### src/design/sccb_pkg.sv
`default_nettype none

package sccb_pkg;

	// ----------------------------------------
	// sensor and table geometry
	// ----------------------------------------
	localparam logic [7:0] SLAVE_ADDR = 8'h60;	// ov2640 write address
	localparam int TABLE_DEPTH = 16;
	localparam int TABLE_INDEX_W = 4;

	// ----------------------------------------
	// bus pacing and limits
	// ----------------------------------------
	localparam int SCL_QUARTER = 4;	// clocks per quarter scl period
	localparam int DELAY_TICK = 64;	// clocks per delay tick
	localparam int MAX_RETRIES = 3;

	// raw kind codes as stored in the table
	localparam logic [1:0] ENTRY_WRITE = 2'b00;
	localparam logic [1:0] ENTRY_DELAY = 2'b01;
	localparam logic [1:0] ENTRY_END = 2'b11;

	// one table word, 18 bits
	typedef struct packed {
		logic [1:0] kind;
		logic [7:0] reg_addr;
		logic [7:0] data;	// tick count on a delay entry
	} init_entry_t;

	typedef enum logic [1:0] {
		CMD_WRITE = 2'd0,
		CMD_DELAY = 2'd1,
		CMD_END = 2'd2
	} cmd_kind_t;

	// decoded command handed to the sequencer
	typedef struct packed {
		cmd_kind_t kind;
		logic [7:0] reg_addr;
		logic [7:0] data;
	} sccb_cmd_t;

endpackage

`default_nettype wire

### src/design/init_rom.sv
`timescale 1ns/100ps
`default_nettype none

module init_rom (
	input wire [sccb_pkg::TABLE_INDEX_W-1:0] index,
	output sccb_pkg::sccb_cmd_t cmd
);

	sccb_pkg::init_entry_t entry;

	// short power-up list, register bank select first
	function automatic sccb_pkg::init_entry_t table_entry(
		input logic [sccb_pkg::TABLE_INDEX_W-1:0] idx
	);
		sccb_pkg::init_entry_t e;
		case (int'(idx))
			0: e = '{sccb_pkg::ENTRY_WRITE, 8'hff, 8'h01};
			1: e = '{sccb_pkg::ENTRY_WRITE, 8'h12, 8'h80};	// soft reset
			2: e = '{sccb_pkg::ENTRY_DELAY, 8'h00, 8'h05};	// settle after reset
			3: e = '{sccb_pkg::ENTRY_WRITE, 8'hff, 8'h00};
			4: e = '{sccb_pkg::ENTRY_WRITE, 8'h2c, 8'hff};
			5: e = '{sccb_pkg::ENTRY_WRITE, 8'h2e, 8'hdf};
			6: e = '{sccb_pkg::ENTRY_WRITE, 8'hff, 8'h01};
			7: e = '{sccb_pkg::ENTRY_WRITE, 8'h3c, 8'h32};
			8: e = '{sccb_pkg::ENTRY_WRITE, 8'h11, 8'h00};
			9: e = '{sccb_pkg::ENTRY_WRITE, 8'h09, 8'h02};
			10: e = '{sccb_pkg::ENTRY_END, 8'h00, 8'h00};
			// unused slots stop the walk
			default: e = '{sccb_pkg::ENTRY_END, 8'h00, 8'h00};
		endcase
		return e;
	endfunction

	// ----------------------------------------
	// decode raw kind into command kind
	// ----------------------------------------
	always_comb
	begin
		entry = table_entry(index);
		cmd.reg_addr = entry.reg_addr;
		cmd.data = entry.data;
		case (entry.kind)
			sccb_pkg::ENTRY_WRITE: cmd.kind = sccb_pkg::CMD_WRITE;
			sccb_pkg::ENTRY_DELAY: cmd.kind = sccb_pkg::CMD_DELAY;
			sccb_pkg::ENTRY_END: cmd.kind = sccb_pkg::CMD_END;
			default: cmd.kind = sccb_pkg::CMD_END;	// unknown code ends the list
		endcase
	end

endmodule

`default_nettype wire

### src/design/init_sequencer.sv
`timescale 1ns/100ps
`default_nettype none

module init_sequencer (
	input wire clk,
	input wire reset_n,
	output logic [sccb_pkg::TABLE_INDEX_W-1:0] index,
	input wire sccb_pkg::sccb_cmd_t cmd,
	output logic cmd_valid,
	output logic [7:0] cmd_reg,
	output logic [7:0] cmd_data,
	input wire cmd_ready,
	input wire done,
	input wire nack,
	output logic ready,
	output logic error
);

	localparam int IDX_W = sccb_pkg::TABLE_INDEX_W;
	localparam int DELAY_W = $clog2(256 * sccb_pkg::DELAY_TICK);
	localparam int RETRY_W = $clog2(sccb_pkg::MAX_RETRIES + 1);

	typedef enum logic [2:0] {
		S_FETCH,
		S_ISSUE,
		S_WAIT,
		S_DELAY,
		S_FINISH
	} seq_state_t;

	seq_state_t state;
	logic [DELAY_W-1:0] delay_cnt;
	logic [RETRY_W-1:0] retry_cnt;
	logic [IDX_W-1:0] next_index;
	logic retries_spent;

	// hold on the last slot, it always decodes to end
	assign next_index = (index == IDX_W'(sccb_pkg::TABLE_DEPTH - 1)) ? index : index + 1'b1;
	assign retries_spent = (retry_cnt == RETRY_W'(sccb_pkg::MAX_RETRIES));

	// ----------------------------------------
	// table walk FSM
	// ----------------------------------------
	always_ff @(posedge clk or negedge reset_n)
	begin
		if (!reset_n)
		begin
			state <= S_FETCH;
			index <= '0;
			cmd_valid <= 1'b0;
			delay_cnt <= '0;
			retry_cnt <= '0;
			ready <= 1'b0;
			error <= 1'b0;
		end
		else
		begin
			case (state)
				S_FETCH:
				begin
					case (cmd.kind)
						sccb_pkg::CMD_WRITE:
						begin
							cmd_valid <= 1'b1;
							state <= S_ISSUE;
						end
						sccb_pkg::CMD_DELAY:
						begin
							delay_cnt <= DELAY_W'(cmd.data) * DELAY_W'(sccb_pkg::DELAY_TICK);
							state <= S_DELAY;
						end
						default:
						begin
							ready <= 1'b1;
							state <= S_FINISH;
						end
					endcase
				end
				S_ISSUE:
				begin
					if (cmd_ready)
					begin
						cmd_valid <= 1'b0;	// master has taken it
						state <= S_WAIT;
					end
				end
				S_WAIT:
				begin
					if (done)
					begin
						if (!nack)
						begin
							retry_cnt <= '0;
							index <= next_index;
							state <= S_FETCH;
						end
						else if (retries_spent)
						begin
							error <= 1'b1;	// give up, bus stays idle
							state <= S_FINISH;
						end
						else
						begin
							retry_cnt <= retry_cnt + 1'b1;
							cmd_valid <= 1'b1;	// same bytes again
							state <= S_ISSUE;
						end
					end
				end
				S_DELAY:
				begin
					if (delay_cnt <= DELAY_W'(1))
					begin
						retry_cnt <= '0;
						index <= next_index;
						state <= S_FETCH;
					end
					else
						delay_cnt <= delay_cnt - 1'b1;
				end
				S_FINISH:
				begin
					state <= S_FINISH;	// parked until reset
				end
				default: state <= S_FETCH;
			endcase
		end
	end

	// write payload, captured when a write is fetched
	always_ff @(posedge clk)
	begin
		if (state == S_FETCH && cmd.kind == sccb_pkg::CMD_WRITE)
		begin
			cmd_reg <= cmd.reg_addr;
			cmd_data <= cmd.data;
		end
	end

endmodule

`default_nettype wire

### src/design/sccb_master.sv
`timescale 1ns/100ps
`default_nettype none

module sccb_master (
	input wire clk,
	input wire reset_n,
	input wire cmd_valid,
	input wire [7:0] cmd_reg,
	input wire [7:0] cmd_data,
	output logic cmd_ready,
	output logic done,
	output logic nack,
	output logic scl,
	output logic sda_out,
	output logic sda_oe,
	input wire sda_in
);

	localparam int TICK_W = (sccb_pkg::SCL_QUARTER > 1) ? $clog2(sccb_pkg::SCL_QUARTER) : 1;

	typedef enum logic [1:0] {
		M_IDLE,
		M_START,
		M_BITS,
		M_STOP
	} bus_state_t;

	bus_state_t state;
	logic [TICK_W-1:0] tick_cnt;
	logic [1:0] quarter;	// 0,1 scl low, 2,3 scl high
	logic [3:0] bit_cnt;	// 8 is the ack slot
	logic [1:0] byte_cnt;
	logic [23:0] shift;
	logic nack_acc;
	logic quarter_end;
	logic slot_end;
	logic ack_slot;
	logic scl_rise;
	logic scl_d;
	logic sda_out_d;
	logic sda_oe_d;

	assign quarter_end = (tick_cnt == TICK_W'(sccb_pkg::SCL_QUARTER - 1));
	assign slot_end = quarter_end && (quarter == 2'd3);
	assign ack_slot = (bit_cnt == 4'd8);
	assign scl_rise = scl_d && !scl;
	assign cmd_ready = (state == M_IDLE);

	// ----------------------------------------
	// pacing and bit sequencing
	// ----------------------------------------
	always_ff @(posedge clk or negedge reset_n)
	begin
		if (!reset_n)
		begin
			state <= M_IDLE;
			tick_cnt <= '0;
			quarter <= 2'd0;
			bit_cnt <= 4'd0;
			byte_cnt <= 2'd0;
			nack_acc <= 1'b0;
			done <= 1'b0;
			nack <= 1'b0;
		end
		else
		begin
			done <= 1'b0;
			if (state != M_IDLE)
			begin
				tick_cnt <= quarter_end ? '0 : tick_cnt + 1'b1;
				if (quarter_end)
					quarter <= quarter + 1'b1;
			end
			// ack read as scl goes high
			if (state == M_BITS && ack_slot && scl_rise)
				nack_acc <= nack_acc | sda_in;
			case (state)
				M_IDLE:
				begin
					if (cmd_valid)
					begin
						state <= M_START;
						tick_cnt <= '0;
						quarter <= 2'd0;
						bit_cnt <= 4'd0;
						byte_cnt <= 2'd0;
						nack_acc <= 1'b0;
					end
				end
				M_START:
				begin
					if (slot_end)
						state <= M_BITS;
				end
				M_BITS:
				begin
					if (slot_end)
					begin
						if (ack_slot)
						begin
							bit_cnt <= 4'd0;
							if (byte_cnt == 2'd2)
								state <= M_STOP;
							else
								byte_cnt <= byte_cnt + 1'b1;
						end
						else
							bit_cnt <= bit_cnt + 1'b1;
					end
				end
				M_STOP:
				begin
					if (slot_end)
					begin
						state <= M_IDLE;
						done <= 1'b1;
						nack <= nack_acc;
					end
				end
				default: state <= M_IDLE;
			endcase
		end
	end

	// address, register, data, msb first
	always_ff @(posedge clk)
	begin
		if (state == M_IDLE && cmd_valid)
			shift <= {sccb_pkg::SLAVE_ADDR, cmd_reg, cmd_data};
		else if (state == M_BITS && slot_end && !ack_slot)
			shift <= shift << 1;
	end

	// ----------------------------------------
	// pin levels
	// ----------------------------------------
	always_comb
	begin
		scl_d = 1'b1;
		sda_out_d = 1'b1;
		sda_oe_d = 1'b0;
		case (state)
			M_START:
			begin
				if (quarter[1])	// sda falls with scl high
				begin
					sda_oe_d = 1'b1;
					sda_out_d = 1'b0;
				end
			end
			M_BITS:
			begin
				scl_d = quarter[1];
				if (!ack_slot)
				begin
					sda_oe_d = 1'b1;
					sda_out_d = shift[23];
				end
			end
			M_STOP:
			begin
				scl_d = quarter[1];
				sda_oe_d = 1'b1;
				sda_out_d = (quarter == 2'd3);	// rises with scl high
			end
			default: scl_d = 1'b1;
		endcase
		// sda waits one quarter after scl falls
		if ((state == M_BITS || state == M_STOP) && quarter == 2'd0)
		begin
			sda_oe_d = sda_oe;
			sda_out_d = sda_out;
		end
	end

	always_ff @(posedge clk or negedge reset_n)
	begin
		if (!reset_n)
		begin
			scl <= 1'b1;
			sda_out <= 1'b1;
			sda_oe <= 1'b0;
		end
		else
		begin
			scl <= scl_d;
			sda_out <= sda_out_d;
			sda_oe <= sda_oe_d;
		end
	end

endmodule

`default_nettype wire

### src/design/camera_config.sv
`timescale 1ns/100ps
`default_nettype none

module camera_config (
	input wire clk,
	input wire reset_n,
	output logic scl,
	output logic sda_out,
	output logic sda_oe,
	input wire sda_in,
	output logic ready,
	output logic error
);

	logic [sccb_pkg::TABLE_INDEX_W-1:0] index;
	sccb_pkg::sccb_cmd_t cmd;
	logic cmd_valid;
	logic cmd_ready;
	logic [7:0] cmd_reg;
	logic [7:0] cmd_data;
	logic done;
	logic nack;

	// ----------------------------------------
	// table, sequencer, bus engine
	// ----------------------------------------
	init_rom u_rom (
		.index (index),
		.cmd   (cmd)
	);

	init_sequencer u_seq (
		.clk       (clk),
		.reset_n   (reset_n),
		.index     (index),
		.cmd       (cmd),
		.cmd_valid (cmd_valid),
		.cmd_reg   (cmd_reg),
		.cmd_data  (cmd_data),
		.cmd_ready (cmd_ready),
		.done      (done),
		.nack      (nack),
		.ready     (ready),
		.error     (error)
	);

	sccb_master u_sccb (
		.clk       (clk),
		.reset_n   (reset_n),
		.cmd_valid (cmd_valid),
		.cmd_reg   (cmd_reg),
		.cmd_data  (cmd_data),
		.cmd_ready (cmd_ready),
		.done      (done),
		.nack      (nack),
		.scl       (scl),
		.sda_out   (sda_out),
		.sda_oe    (sda_oe),
		.sda_in    (sda_in)	// pad readback
	);

endmodule

`default_nettype wire

### config.mk
export PLATFORM = sky130hd
export DESIGN_NAME = camera_config
export DESIGN_NICKNAME = d
export VERILOG_FILES = /design/src/design/sccb_pkg.sv /design/src/design/init_rom.sv /design/src/design/init_sequencer.sv /design/src/design/sccb_master.sv /design/src/design/camera_config.sv
export SDC_FILE = /design/constraint.sdc
export NUM_CORES = 1
export LEC_CHECK = 0
export ABC_CLOCK_PERIOD_IN_PS = 2680
export BUFFER_PORTS_ARGS = -buffer_cell sky130_fd_sc_hd__buf_2
export CAP_MARGIN = 25
export CORE_ASPECT_RATIO = 1.25
export CORE_MARGIN = 3
export CORE_UTILIZATION = 30
export DETAILED_ROUTE_END_ITERATION = 10
export HOLD_SLACK_MARGIN = 0.12
export PLACE_DENSITY = 0.52
export SLEW_MARGIN = 20
export SYNTH_ARGS = -nofsm -noshare
export SYNTH_HDL_FRONTEND = slang
export SYNTH_SLANG_ARGS = --single-unit
### constraint.sdc
create_clock -name clk -period 2.68 [get_ports clk]
set_input_delay 0.536 -clock clk [delete_from_list [all_inputs] [get_ports clk]]
set_output_delay 0.536 -clock clk [all_outputs]
set_load 0.02 [all_outputs]
; ---- Yosys cells after proc, flatten, opt, wreduce, memory -nomap -nowiden
; Memory sizes are Yosys's and may differ from the RTL's.
; Cells that the tools add are included.
[totals]
ff_bits = 84
romBits = 288
latchBits = 0
wordCells = 166
ramBits = 0
mem_count = 1
[classes]
multipliers = 0
bitwise = 2
reduce_logical = 36
n_shift = 0
eq_ne = 32
div = 0
mux = 65
order_cmp = 1
n_addsub = 7
[memory_table]
columns = memory, depth, word_bits, rd, rd_clocked_by_memory_dff, write_ports, line
row1 = (name not given), 16, 18, 1, 0, 0, init_rom.sv:16  ; case (int'(idx))
[ops]
columns = operator, n
row1 = two-way mux 2 bit, 22
row2 = two-way mux 16 bit, 2
row3 = two-way mux 14 bit, 2
row4 = two-way mux 4 bit, 7
row5 = one-hot mux 14 bit (2 select lines), 1
row6 = "!= test 2 x 1 -> 1 bit, second input constant", 8
row7 = "!= test 2 bit, second input constant", 8
row8 = one-hot mux 4 bit (2 select lines), 2
row9 = two-way mux 1 bit, 15
row10 = two-way mux 3 bit, 5
row11 = one-hot mux 3 bit (5 select lines), 1
row12 = "<= comparator 14 x 1 -> 1 bit, second input constant", 1
row13 = "subtractor 14 x 1 -> 14 bit, second input constant", 1
row14 = "== test 2 bit, second input constant", 6
row15 = one-hot mux 2 bit (2 select lines), 3
row16 = AND reduction 4 bit, 3
row17 = AND reduction 6 bit, 2
row18 = nonzero test 2 bit, 5
row19 = logical AND 1 bit, 9
row20 = one-hot mux 1 bit (3 select lines), 3
row21 = AND reduction 3 bit, 3
row22 = "adder 2 x 1 -> 2 bit, second input constant", 4
row23 = "adder 4 x 1 -> 4 bit, second input constant", 2
row24 = "== test 4 bit, second input constant", 2
row25 = other kinds (17), 26

; ---- Logic depth before layout (Yosys ltp)
; Gate-level depths: netlist (run 1).
[logic_depth]
ltp_word = 8
ltp_mapped = 8

; ---- Cells and area by module
; From an unflattened synthesis (run 1), not the netlist that was laid out.
[unflattened]
cells_unflattened = 421
area_unflattened_um2 = 4339.2
[modules_own_cells]
columns = mod, n_inst, cells_per_inst, area_per_inst_um2, seq_area_each_um2
row1 = sccb_master, 1, 192, 2016.9, 1093.5
row2 = init_sequencer, 1, 187, 2011.9, 1131.1
row3 = init_rom, 1, 42, 310.3, 0.0

; ---- Least setup slack after synthesis (run 1)
; Ideal clock, no wire load.
[synth_path]
kind = flip-flop to flip-flop
start = reg u_sccb.state[0]
end = reg u_sccb.shift[0], enable pin
setup_slack_ps = 491
stages_incl_launch_ff = 7
required_ps = 2308
t_arrival_ps = 1818
setup_time_ps = 372
path_cell_list = dfrtp_1 -> inv_1 -> ha_1 -> clkbuf_1 -> clkbuf_1 -> nand4_1 -> nand2_1
[synth_between]
elab_chain_len = 4
[synth_rtl]
columns = element, line
row1 = start: declaration, sccb_master.sv:28  ; bus_state_t state;
row2 = start signal: assignment, sccb_master.sv:56  ; state <= M_IDLE;
row3 = start signal: assignment, sccb_master.sv:82  ; state <= M_START;
row4 = start signal: assignment, sccb_master.sv:93  ; state <= M_BITS;
row5 = == test 2 bit, sccb_master.sv:130  ; else if (state == M_BITS && slot_end && !ack_slot)
row6 = logical AND 1 bit (2 in series), sccb_master.sv:130
row7 = nonzero test 2 bit (no source line) *, -
row8 = end signal: assignment, sccb_master.sv:129  ; shift <= {sccb_pkg::SLAVE_ADDR, cmd_reg, cmd_data};
row9 = end signal: assignment, sccb_master.sv:131  ; shift <= shift << 1;
row10 = end: declaration, sccb_master.sv:33  ; logic [23:0] shift;
; Mark *: on every way between the ends. The rest lies on a longest branch, timed or not.
; A chain may end at the register's enable or synchronous reset.

; ---- Worst setup path after layout (run 1)
[layout_path]
start = reg u_seq.delay_cnt[8]
end = reg u_seq.index[3] (netlist name)
[layout_between]
elab_chain_len = 3
[layout_rtl]
columns = element, line
row1 = start: declaration, init_sequencer.sv:32  ; logic [DELAY_W-1:0] delay_cnt;
row2 = start signal: assignment, init_sequencer.sv:69  ; delay_cnt <= DELAY_W'(cmd.data) * DELAY_W'(sccb_pkg::DELAY_TICK);
row3 = start signal: assignment, init_sequencer.sv:119  ; delay_cnt <= delay_cnt - 1'b1;
row4 = <= comparator 14 x 1 -> 1 bit, init_sequencer.sv:112  ; if (delay_cnt <= DELAY_W'(1))
row5 = != test 2 x 1 -> 1 bit (no source line), -
row6 = AND reduction 4 bit (no source line), -
row7 = end signal: assignment, init_sequencer.sv:94  ; index <= next_index;
row8 = end signal: assignment, init_sequencer.sv:115  ; index <= next_index;
row9 = end: declaration, init_sequencer.sv:7  ; output logic [sccb_pkg::TABLE_INDEX_W-1:0] index,
; No other way between the ends.

==> results by group, run 1 <==
CTS
  • CTS tree: built
  • H-tree levels: 3
  • Clk buf depth: 2
  • Sink Count: 81
  • Postcts setup bufs: 0
  • Post-CTS sizing: 0
  • Worst-Skew Late Latency: 0.34 ns
  • Inserted Clock Buffers: 9
  • CTS root buf: clkbuf_16
  • Hold_buf cts: 0
  • Reg clk slew, reported paths: 0.06 ns

STA
  • Final setup violation count: 0
  • Worst Setup Slack, final: 0.421 ns
  • Crit share post-route: 84.3%
  • Worst-Margin Slew: 0.955 ns
  • Final count of hold timing violations: 0
  • RSZ-0062 raised after global routing: no
  • Final min period: 2.26 ns
  • Fin. max-slew vios: 0
  • Slew headroom: 36.1%
  • Setup total negative slack: 0 ns
  • Final Skew: 0.00858 ns
  • Max Clk Rate: 443 MHz

Synthesis
  • Count of flip-flops with a built-in enable after synthesis: 29
  • Post-synthesis adder-cell area fraction: 5.64%
  • Syn avg cell area: 9.86 sq um
  • Top-count cell post-synth: nand2_1
  • Synth warn: 0
  • Syn nets: 426
  • Yosys reg bits: 81
  • Mapped Area: 3990 sq um
  • Post-synthesis xor/xnor area fraction: 0.658%
  • Post-synthesis compound-gate area fraction: 13.3%
  • Mux cell area share after synthesis: 3.79%
  • Top cells by area, synth: dfrtp_1 (26%), edfxtp_1 (22%), nand2_1 (7.8%)
  • Post-synth top cells: nand2_1 (83), dfrtp_1 (42), nor2_1 (31)
  • Synth Area in Simple Gates: 19.7%
  • Post-Syn Instances: 405
  • Asr flop ratio synth: 54.3%
  • Post-synth top area share: 26.3%
  • Largest family of logic cells by synthesized area: simple AND/OR/NAND/NOR gates
  • Post-synth top area cell: dfrtp_1
  • Post-synth top flop: dfrtp_1
  • Number of distinct library cells after synthesis: 56
  • Sequential element share of the synthesized area: 53.5%

Setup path
  • CP Depth: 5
  • CP required: 2.89 ns
  • Crit path DAT: 2.47 ns
  • Startpoint types: flip-flop
  • CP top delay family: simple AND/OR/NAND/NOR gates
  • Critical register-to-register path endpoint: u_seq.index[3]$_DFFE_PN0P_
  • Buffers & Inverters on Critical Path: 0
  • Critical Path Sink: u_seq.index[3]$_DFFE_PN0P_
  • CP max-delay cell: or4_4
  • Worst Setup SP: u_seq.delay_cnt[8]$_DFFE_PN0P_
  • Critical path type: reg2reg
  • Crit-path cells: or4_4, and4bb_1, a31o_1, nand4_1, mux2_1
  • Nature of the critical path endpoint: flip-flop
  • Worst r2r src: u_seq.delay_cnt[8]$_DFFE_PN0P_
  • Reg2reg path depth: 5
  • Max stage delay on crit path: 0.55 ns
  • R2R Setup Slk: 0.42 ns
  • Worst-path fanout max: 9

Cells and area
  • Fill cells: 1292
  • Max reg flops: 24
  • Post-route cell area: 4630 sq um
  • Combined area of the multi-input logic cells: 1720 sq um
  • Diode count: 0
  • Biggest regs: u_sccb.shift: 24 flops, u_seq.delay_cnt: 14 flops, u_seq.cmd_data: 7 flops
  • Layout overhead on the synthesized area: 16.0%
  • Combined flip-flop and latch cell area: 2130 sq um
  • Final #Nets: 439
  • Share of layout cells above drive strength 1: 12.3%
  • Final cell count without fillers: 591
  • Reg with most FFs: u_sccb.shift

Floorplan
  • Row cnt: 46
  • I/O pin cnt: 8
  • Die W: 109 um
  • Die Span Y: 135 um
  • Core Area: 12800 sq um
  • Die area: 14700 sq um
  • Initial cell density of the core: 31.1%

Routing
  • Vias/cell: 4.95
  • Routed vias: 2928
  • WL/cell: 13.3 um
  • Drt pass-1 iters: 4
  • Drt drc: 0
  • Total wire length: 7870 um
  • Detail Route Antenna Nets: 0
  • First DRT Iteration DRCs: 235

Run status
  • Status: finished, final reports clean

GRT
  • Initial antenna violation count: 0
  • Total track usage: 11.8%
  • Pin count of the biggest net entering global routing: 25
  • Gr ovfl total: 0
  • First-pass GRT wire length: 13800 um
  • Vias in the first global route: 2853

Job
  • Max cap viols: 0

Placement
  • Post-DP HPWL: 5480 um
  • Setup Slack @ Placement: 0.441 ns
  • RD Place Congestion: 0.839
  • Post-placement cell count: 575
  • Area after DPL: 4250 sq um
  • Buffers on Ports: 7

Power and ir drop
  • Tot Pwr: 2.87 mW
  • Pwr Density: 620 nW/um^2
  • VDD IR max: 0.000293 V
  • LEAKAGE: 1.98 nW

Worst hold path
  • Worst min path class: in2async
metrics by stage:
| step | hold slack (ns) | util [%] |
|---|---|---|
| 4_1_cts | 0.163 | 36.1 |
| 5_1_grt | 0.174 | 36.1 |
| 3_5_place_dp | 0.447 | 33.1 |
| 3_3_place_gp | 0.435 | 33.1 |
| 6_report | 0.148 | 36.1 |
| 2_1_floorplan | 0.240 | - |
final cells by class:
class,count,share of cell area [%]
Sequential cell,81,46.1
Multi-Input combinational cell,291,37.2
Tap cell,168,4.54
Clock buffer,10,4.94
Clock inverter,6,3.32
Inverter,17,1.38
Timing Repair Buffer,18,2.54
routing by layer:
metal	up-vias	wire [um]	GRT usage, %	share of wire, %
met2	31	3710	18.1	47
met4	0	172	5.75	2.2
met3	12	240	3.06	3.0
met1	1429	3750	15.5	48
li1	1456	-	-	-
met5	-	0	0	0
report_power, final:
group          switching, mW  internal (mW)  total (mW)
registers                  0           1.27        1.27
clock network          0.485           1.10        1.58
logic                 0.0137        0.00215      0.0159
worst min path at each step:
stage,cells past startpoint,endpoint,slack [ns],start
5_1_grt,1,u_seq.index[1]$_DFFE_PN0P_,0.17,reset_n
4_1_cts,1,u_seq.index[1]$_DFFE_PN0P_,0.16,reset_n
6_report,1,u_seq.index[1]$_DFFE_PN0P_,0.15,reset_n
3_5_place_dp,2,u_sccb.shift[17]$_SDFFE_PP0P_,0.45,u_sccb.shift[16]$_SDFFE_PP0P_
2_1_floorplan,0,u_sccb.bit_cnt[0]$_DFFE_PN0P_,0.24,reset_n
3_3_place_gp,2,u_sccb.shift[18]$_SDFFE_PP0P_,0.43,u_sccb.shift[17]$_SDFFE_PP0P_
layout by cell type (no fill, tap or decap), types with 2 or more instances in the layout:
| cell | Yosys | routed |
|---|---|---|
| a211oi_1 | 3 | 3 |
| a21o_1 | 4 | 4 |
| a21oi_1 | 23 | 23 |
| a22o_1 | 3 | 3 |
| a31o_2 | 3 | 3 |
| a31oi_1 | 4 | 4 |
| and2_1 | 4 | 4 |
| and3_1 | 5 | 5 |
| buf_2 | 1 | 7 |
| buf_4 | 1 | 11 |
| bufinv_16 | 0 | 5 |
| clkbuf_16 | 0 | 9 |
| dfrtp_1 | 42 | 42 |
| dfstp_2 | 2 | 2 |
| dfxtp_1 | 8 | 8 |
| edfxtp_1 | 29 | 29 |
| ha_1 | 18 | 18 |
| inv_1 | 17 | 17 |
| mux2_2 | 8 | 8 |
| mux2i_1 | 5 | 5 |
| nand2_1 | 83 | 83 |
| nand2b_1 | 7 | 7 |
| nand3_1 | 10 | 10 |
| nand3b_1 | 2 | 2 |
| nand4_1 | 5 | 5 |
| nor2_1 | 31 | 31 |
| nor2b_1 | 2 | 2 |
| nor3_1 | 5 | 5 |
| nor4_1 | 5 | 5 |
| o21a_1 | 3 | 3 |
| o21ai_0 | 26 | 26 |
| o22a_1 | 2 | 2 |
| o31ai_1 | 2 | 2 |
| or3_1 | 4 | 4 |
| or3b_2 | 2 | 2 |
| xnor2_1 | 3 | 3 |
cell families after synthesis:
group | Yosys count
compound gates | 85
xor+xnor | 3
fa+ha+maj | 18
buf+inv | 33
flops | 81
mux | 14
simple gates | 171
(Power assumes the default switching activity.)
==> run 2, diff against run 1 <==
ABC_CLOCK_PERIOD_IN_PS = 1850   (was 2680)
PLACE_DENSITY = 0.54   (was 0.52)
clock period = 1.85 ns   (was 2.68 ns; I/O delays follow)
==> run 2 against run 1 <==
The run now ends with negative setup slack left. Wire length is 4.8% higher. Maximum frequency grew 15%. First-iteration DRC count is 31% lower. Die area is the same. Clock-buffer cell count increased by 2. Cell area up 11%. Global-route usage grew 0.62 points. Critical endpoint unchanged. Largest cell class unchanged.
==> results by group, run 2 (synthesis results as in run 1) <==
Floorplan
  • Die W: 109 um (unchanged)
  • Core Area: 12800 sq um (unchanged)
  • Row cnt: 46 (unchanged)
  • Die area: 14700 sq um (unchanged)
  • Die Span Y: 135 um (unchanged)
  • Initial cell density of the core: 31.1% (unchanged)
  • I/O pin cnt: 8 (unchanged)

Setup path
  • Worst-path fanout max: 5 (-4)
  • CP Depth: 5 (unchanged)
  • Worst r2r src: u_seq.delay_cnt[9]$_DFFE_PN0P_
  • Startpoint types: flip-flop
  • Crit path DAT: 2.18 ns (-0.29 ns)
  • R2R Setup Slk: -0.12 ns (-0.54 ns)
  • Critical path type: reg2reg
  • Crit-path cells: or4_4, and4bb_4, a31o_1, nand4_1, mux2_4
  • Buffers & Inverters on Critical Path: 0 (unchanged)
  • CP max-delay cell: or4_4
  • CP required: 2.06 ns (-0.83 ns)
  • Nature of the critical path endpoint: flip-flop
  • Reg2reg path depth: 5 (unchanged)
  • Critical register-to-register path endpoint: u_seq.index[3]$_DFFE_PN0P_
  • CP top delay family: simple AND/OR/NAND/NOR gates
  • Max stage delay on crit path: 0.54 ns (about the same)

Placement
  • RD Place Congestion: 0.794 (-5.3%)
  • Setup Slack @ Placement: -0.255 ns (-0.696 ns)
  • Post-DP HPWL: 5980 um (+9.1%)
  • Area after DPL: 4670 sq um (+10%)
  • Buffers on Ports: 7 (unchanged)

Routing
  • Drt drc: 0 (unchanged)
  • Routed vias: 3070 (+4.8%)
  • Drt pass-1 iters: 4 (unchanged)
  • WL/cell: 12.8 um (-3.8%)
  • First DRT Iteration DRCs: 163 (-31%)
  • Vias/cell: 4.77 (-3.8%)
  • Detail Route Antenna Nets: 0 (unchanged)
  • Total wire length: 8250 um (+4.8%)

STA
  • Crit share post-route: 107% (+22 points)
  • Worst-Margin Slew: 0.510 ns (-0.445 ns)
  • Hold WS: 0.417 ns (+0.269 ns)
  • Final count of hold timing violations: 0 (unchanged)
  • RSZ-0062 raised after global routing: yes
  • Slew headroom: 66.0% (+30 points)
  • Final min period: 1.97 ns (-0.286 ns)
  • Final setup violation count: 19 (+19)
  • Final Skew: 0.00649 ns (-0.00209 ns)
  • Max Clk Rate: 507 MHz (+15%)
  • Fin. max-slew vios: 0 (unchanged)
  • Worst Setup Slack, final: -0.123 ns (-0.544 ns)

Cells and area
  • Fill cells: 1255 (-2.9%)
  • Layout overhead on the synthesized area: 28.2%
  • Most common cell after layout, fill and taps aside: nand2_1
  • Reg with most FFs: u_sccb.shift
  • Biggest regs: u_sccb.shift: 24 flops, u_seq.delay_cnt: 14 flops, u_seq.cmd_data: 7 flops
  • Combined area of the multi-input logic cells: 1890 sq um (+9.7%)
  • Final #Nets: 492 (+12%)
  • Combined flip-flop and latch cell area: 2140 sq um (about the same)
  • Most frequent cells in the layout: nand2_1 (80), buf_4 (60), dfrtp_1 (41), nor2_1 (29), edfxtp_1 (29)
  • Post-route cell area: 5120 sq um (+11%)
  • Diode count: 0 (unchanged)
  • Share of layout cells above drive strength 1: 27.1% (+15 points)
  • Max reg flops: 24 (unchanged)

Worst hold path
  • Hold Crit Start: sda_in
  • Hold Path Sink: u_sccb.nack_acc$_DFF_PN0_
  • WHS Path Cells: 5
  • Worst min path class: in2reg

GRT
  • Total track usage: 12.5% (+0.62 points)
  • Gr ovfl total: 0 (unchanged)
  • Vias in the first global route: 3236 (+13%)
  • Initial antenna violation count: 0 (unchanged)
  • First-pass GRT wire length: 14700 um (+6.8%)
  • Pin count of the biggest net entering global routing: 21 (-16%)

CTS
  • H-tree levels: 3 (unchanged)
  • Worst-Skew Late Latency: 0.33 ns (about the same)
  • Sink Count: 81 (unchanged)
  • Reg clk slew, reported paths: 0.06 ns (about the same)
  • Inserted Clock Buffers: 9 (unchanged)
  • Clk buf depth: 2 (unchanged)
  • CTS root buf: clkbuf_16
  • CTS tree: built

Power and ir drop
  • LEAKAGE: 2.24 nW (+13%)
  • P_int: 2.89 mW (+22%)
  • Combinational share of power: 0.8% (+0.2 points)
  • Seq pwr share: 51.7% (+7.3 points)
  • VDD IR max: 0.000339 V (+16%)
  • NetSw: 0.682 mW (+37%)
  • Switch share: 19.1% (+1.7 points)
  • Pwr Density: 699 nW/um^2 (+13%)
  • Power share of the clock group: 47.5% (-7.6 points)

Run status
  • Status: finished, violations left
  • Violated checks: negative setup slack

Job
  • Max cap viols: 0 (unchanged)
-- run 2: tightest hold or removal path, cell delays in order --
cell     delay, ns
buf_2         0.10
nand2_1       0.06
nor4_1        0.05
nor2_1        0.08
nor2_1        0.04
-- run 2: how the worst max path moves through the flow --
| stage | slack [ns] | startpoint | end |
|---|---|---|---|
| after global routing | -0.19 | u_seq.delay_cnt[9]$_DFFE_PN0P_ | u_seq.index[3]$_DFFE_PN0P_ |
| final | -0.12 | u_seq.delay_cnt[9]$_DFFE_PN0P_ | u_seq.index[3]$_DFFE_PN0P_ |
| after global placement | -0.22 | u_seq.delay_cnt[9]$_DFFE_PN0P_ | u_seq.delay_cnt[8]$_DFFE_PN0P_ |
| after detailed placement | -0.26 | u_seq.delay_cnt[9]$_DFFE_PN0P_ | u_seq.index[3]$_DFFE_PN0P_ |
| after CTS | -0.12 | u_seq.delay_cnt[9]$_DFFE_PN0P_ | u_seq.index[3]$_DFFE_PN0P_ |
| after floorplan | -0.15 | u_seq.delay_cnt[9]$_DFFE_PN0P_ | u_seq.index[3]$_DFFE_PN0P_ |
-- run 2: power by group through the flow --
stage | clock network (mW) | registers (mW) | logic (mW)
CTS | 1.76 | 1.85 | 0.0324
floorplan | 0 | 1.88 | 0.000515
global placement | 0 | 1.88 | 0.0298
global route | 1.84 | 1.84 | 0.0349
detailed placement | 0 | 1.88 | 0.0305
finish | 1.70 | 1.85 | 0.0300
-- run 2: repair_timing --
action / in CTS / in global routing
pin swaps: 7 / 1
resized for setup: 17 / 17
setup endpoints to repair: 22 / 39
endpoints found under the hold margin: 16 / 0
setup buffers: 5 / 0
hold buffers: 1 / 0
-- run 2: metal layers --
layer  global-route usage, %  share of wire (%)
met1                    15.8                 47
met2                    20.6                 49
met3                    2.53                2.0
met5                       0                  0
met4                    5.20                2.1
-- run 2: final cells by class --
type	instances	share of cell area [%]
flip-flops and latches	81	41.7
multi-input cells	291	36.9
repair buffers	71	10.5
clock buffers	12	4.62
well taps	168	4.11
inverters	17	1.25
clock inverters	4	0.856
-- run 2: per-stage QoR --
stage               setup TNS, ns  instances  power (mW)  utilization, %
finish                      -1.21        644        3.57            39.9
global route                -2.70        644        3.72            39.9
CTS                         -1.04        644        3.64            39.4
detailed placement          -3.98        622        1.91            36.4
global placement            -3.01        622        1.91            36.4
floorplan                  -0.582        405        1.88               -
==> run 3, diff against run 2 <==
CORE_UTILIZATION = 56   (was 30)
PLACE_DENSITY = 0.83   (was 0.54)
==> run 3 against run 2 <==
The run still ends with negative setup slack left. Cell area decreased by 4.9%. Critical path depth increased by 1. Clock skew increased by 0.0060 ns. Sequential power about the same. Via count increased by 0.85%. Power decreased by 9.9%. Sequential share of layout area increased by 2.1 points. Wire length increased by 0.90%. Flip-flop and latch count unchanged. Largest cell class unchanged.
==> results by group, run 3 (synthesis results as in run 1) <==
Placement
  • Buffers on Ports: 7 (unchanged)
  • Area after DPL: 4470 sq um (-4.4%)
  • RD Place Congestion: 0.849 (+7.0%)
  • Post-DP HPWL: 5610 um (-6.1%)
  • Setup Slack @ Placement: -0.189 ns (+0.0664 ns)

STA
  • Crit share post-route: 108% (+1.4 points)
  • Final setup violation count: 22 (+3)
  • Hold WS: 0.396 ns (-0.0204 ns)
  • RSZ-0062 raised after global routing: yes
  • Worst-Margin Slew: 0.554 ns (+0.0443 ns)
  • Fin. max-slew vios: 0 (unchanged)
  • Final min period: 2.00 ns (+0.0264 ns)
  • Worst Setup Slack, final: -0.149 ns (-0.0264 ns)
  • Final Skew: 0.0125 ns (+0.00604 ns)
  • Slew headroom: 63.1% (-3.0 points)
  • Max Clk Rate: 500 MHz (-1.3%)
  • Final count of hold timing violations: 0 (unchanged)
  • Setup total negative slack: -1.45 ns (-0.241 ns)

Cells and area
  • Final #Nets: 480 (-2.4%)
  • Max reg flops: 24 (unchanged)
  • Share of layout cells above drive strength 1: 26.3% (-0.81 points)
  • Reg with most FFs: u_sccb.shift
  • Most common cell after layout, fill and taps aside: nand2_1
  • Layout overhead on the synthesized area: 21.9%
  • Most frequent cells in the layout: nand2_1 (80), buf_4 (49), dfrtp_1 (41), nor2_1 (29), edfxtp_1 (29)
  • Biggest regs: u_sccb.shift: 24 flops, u_seq.delay_cnt: 14 flops, u_seq.cmd_data: 7 flops
  • Post-route cell area: 4870 sq um (-4.9%)
  • Diode count: 0 (unchanged)

Setup path
  • Crit path DAT: 2.28 ns (+0.10 ns)
  • Worst r2r src: u_seq.delay_cnt[9]$_DFFE_PN0P_
  • Max stage delay on crit path: 0.53 ns (about the same)
  • Nature of the critical path endpoint: flip-flop
  • CP max-delay cell: or4_4
  • Worst-path fanout max: 8 (+3)
  • Critical path type: reg2reg
  • Startpoint types: flip-flop
  • CP required: 2.14 ns (+0.08 ns)
  • Crit-path cells: or4_4, and4bb_4, buf_6, a21oi_4, mux2_4, o21ai_2
  • Worst Setup SP: u_seq.delay_cnt[9]$_DFFE_PN0P_

GRT
  • First-pass GRT wire length: 13400 um (-8.8%)
  • Vias in the first global route: 2953 (-8.7%)
  • Initial antenna violation count: 0 (unchanged)
  • Pin count of the biggest net entering global routing: 45 (+110%)
  • Gr ovfl total: 0 (unchanged)
  • Total track usage: 21.5% (+9.1 points)

CTS
  • Reg clk slew, reported paths: 0.09 ns (+0.03 ns)
  • CTS root buf: clkbuf_8
  • Inserted Clock Buffers: 9 (unchanged)
  • Clk buf depth: 2 (unchanged)
  • H-tree levels: 3 (unchanged)
  • Worst-Skew Late Latency: 0.36 ns (+0.03 ns)
  • CTS tree: built
  • Sink Count: 81 (unchanged)

Routing
  • First DRT Iteration DRCs: 149 (-8.6%)
  • WL/cell: 15.1 um (+18%)
  • Drt pass-1 iters: 4 (unchanged)
  • Routed vias: 3096 (+0.85%)
  • Detail Route Antenna Nets: 0 (unchanged)
  • Drt drc: 0 (unchanged)
  • Vias/cell: 5.62 (+18%)
  • Total wire length: 8330 um (+0.90%)

Floorplan
  • Die area: 8190 sq um (-44%)
  • Initial cell density of the core: 59.3% (+28 points)
  • I/O pin cnt: 8 (unchanged)
  • Die Span Y: 100 um (-26%)
  • Die W: 81.5 um (-25%)
  • Row cnt: 33 (-28%)
  • Core Area: 6730 sq um (-48%)

Power and ir drop
  • VDD IR max: 0.000419 V (+24%)
  • LEAKAGE: 2.15 nW (-4.1%)
  • Pwr Density: 662 nW/um^2 (-5.3%)
  • Tot Pwr: 3.22 mW (-9.9%)

Run status
  • Status: finished, violations left
  • Violated checks: negative setup slack

Worst hold path
  • Hold Crit Start: sda_in
  • Worst min path class: in2reg

Job
  • Max cap viols: 0 (unchanged)
run 3: cell count changes in the layout (fill, tap and decap cells not counted), sizes merged:
cell | before | now
clkbuf | 12 | 9
clkinvlp | 0 | 2
buf | 70 | 58
clkinv | 3 | 0
inv | 17 | 21
run 3: final timing paths:
| check | endpoint | slack [ns] | cells past startpoint |
|---|---|---|---|
| worst min register to register | u_sccb.shift[17]$_SDFFE_PP0P_ | 0.46 | 2 |
| max in group asynchronous | u_seq.index[1]$_DFFE_PN0P_ | 0.82 | 3 |
| min in group asynchronous | u_sccb.bit_cnt[3]$_DFFE_PN0P_ | 0.61 | 3 |
| worst min-delay path | u_sccb.nack_acc$_DFF_PN0_ | 0.40 | 5 |
| worst max-delay path | u_seq.delay_cnt[8]$_DFFE_PN0P_ | -0.15 | 6 |
| worst max register to register | u_seq.delay_cnt[8]$_DFFE_PN0P_ | -0.15 | 6 |
run 3: power breakdown:
part / internal (mW) / leakage, nW / switching [mW]
combinational: 0.00449 / 1.17 / 0.0189
clock: 0.651 / 0.100 / 0.703
sequential: 1.84 / 0.873 / 0
total: 2.50 / 2.15 / 0.722
run 3: through the flow:
stage | instances | util (%)
6_report | 551 | 72.3
3_5_place_dp | 529 | 66.4
5_1_grt | 551 | 72.3
4_1_cts | 547 | 70.2
2_1_floorplan | 405 | -
3_3_place_gp | 529 | 66.4
run 3: worst max-delay path, delay by kind of cell, from the launching register on:
family / cells / cell delay [ns]
AND/OR/NAND/NOR: 2 / 0.89
flip-flops: 1 / 0.38
multiplexers: 1 / 0.33
AO/OA/AOI/OAI: 2 / 0.20
buffers and inverters: 1 / 0.12
run 3: final cells by class:
class | count | area [sq um]
sequential | 81 | 2140
multi-input combinational | 291 | 1920
fill | 450 | 1860
timing repair buffer | 59 | 435
clock buffer | 9 | 124
tap | 87 | 109
clock inverter | 7 | 85.1
inverter | 17 | 63.8
run 3: repair_timing:
action | in CTS | in global routing
endpoints found under the hold margin | 42 | 0
setup endpoints to repair | 22 | 41
pin swaps | 6 | 6
resized for setup | 10 | 26
hold buffers | 1 | 0
buffers inserted | 1 | 4
run 3: metal layers:
metal	part of all wire (%)	track usage [%]
met5	0	0
met4	1.5	9.23
met3	3.9	5.21
met2	52	35.6
met1	42	26.5
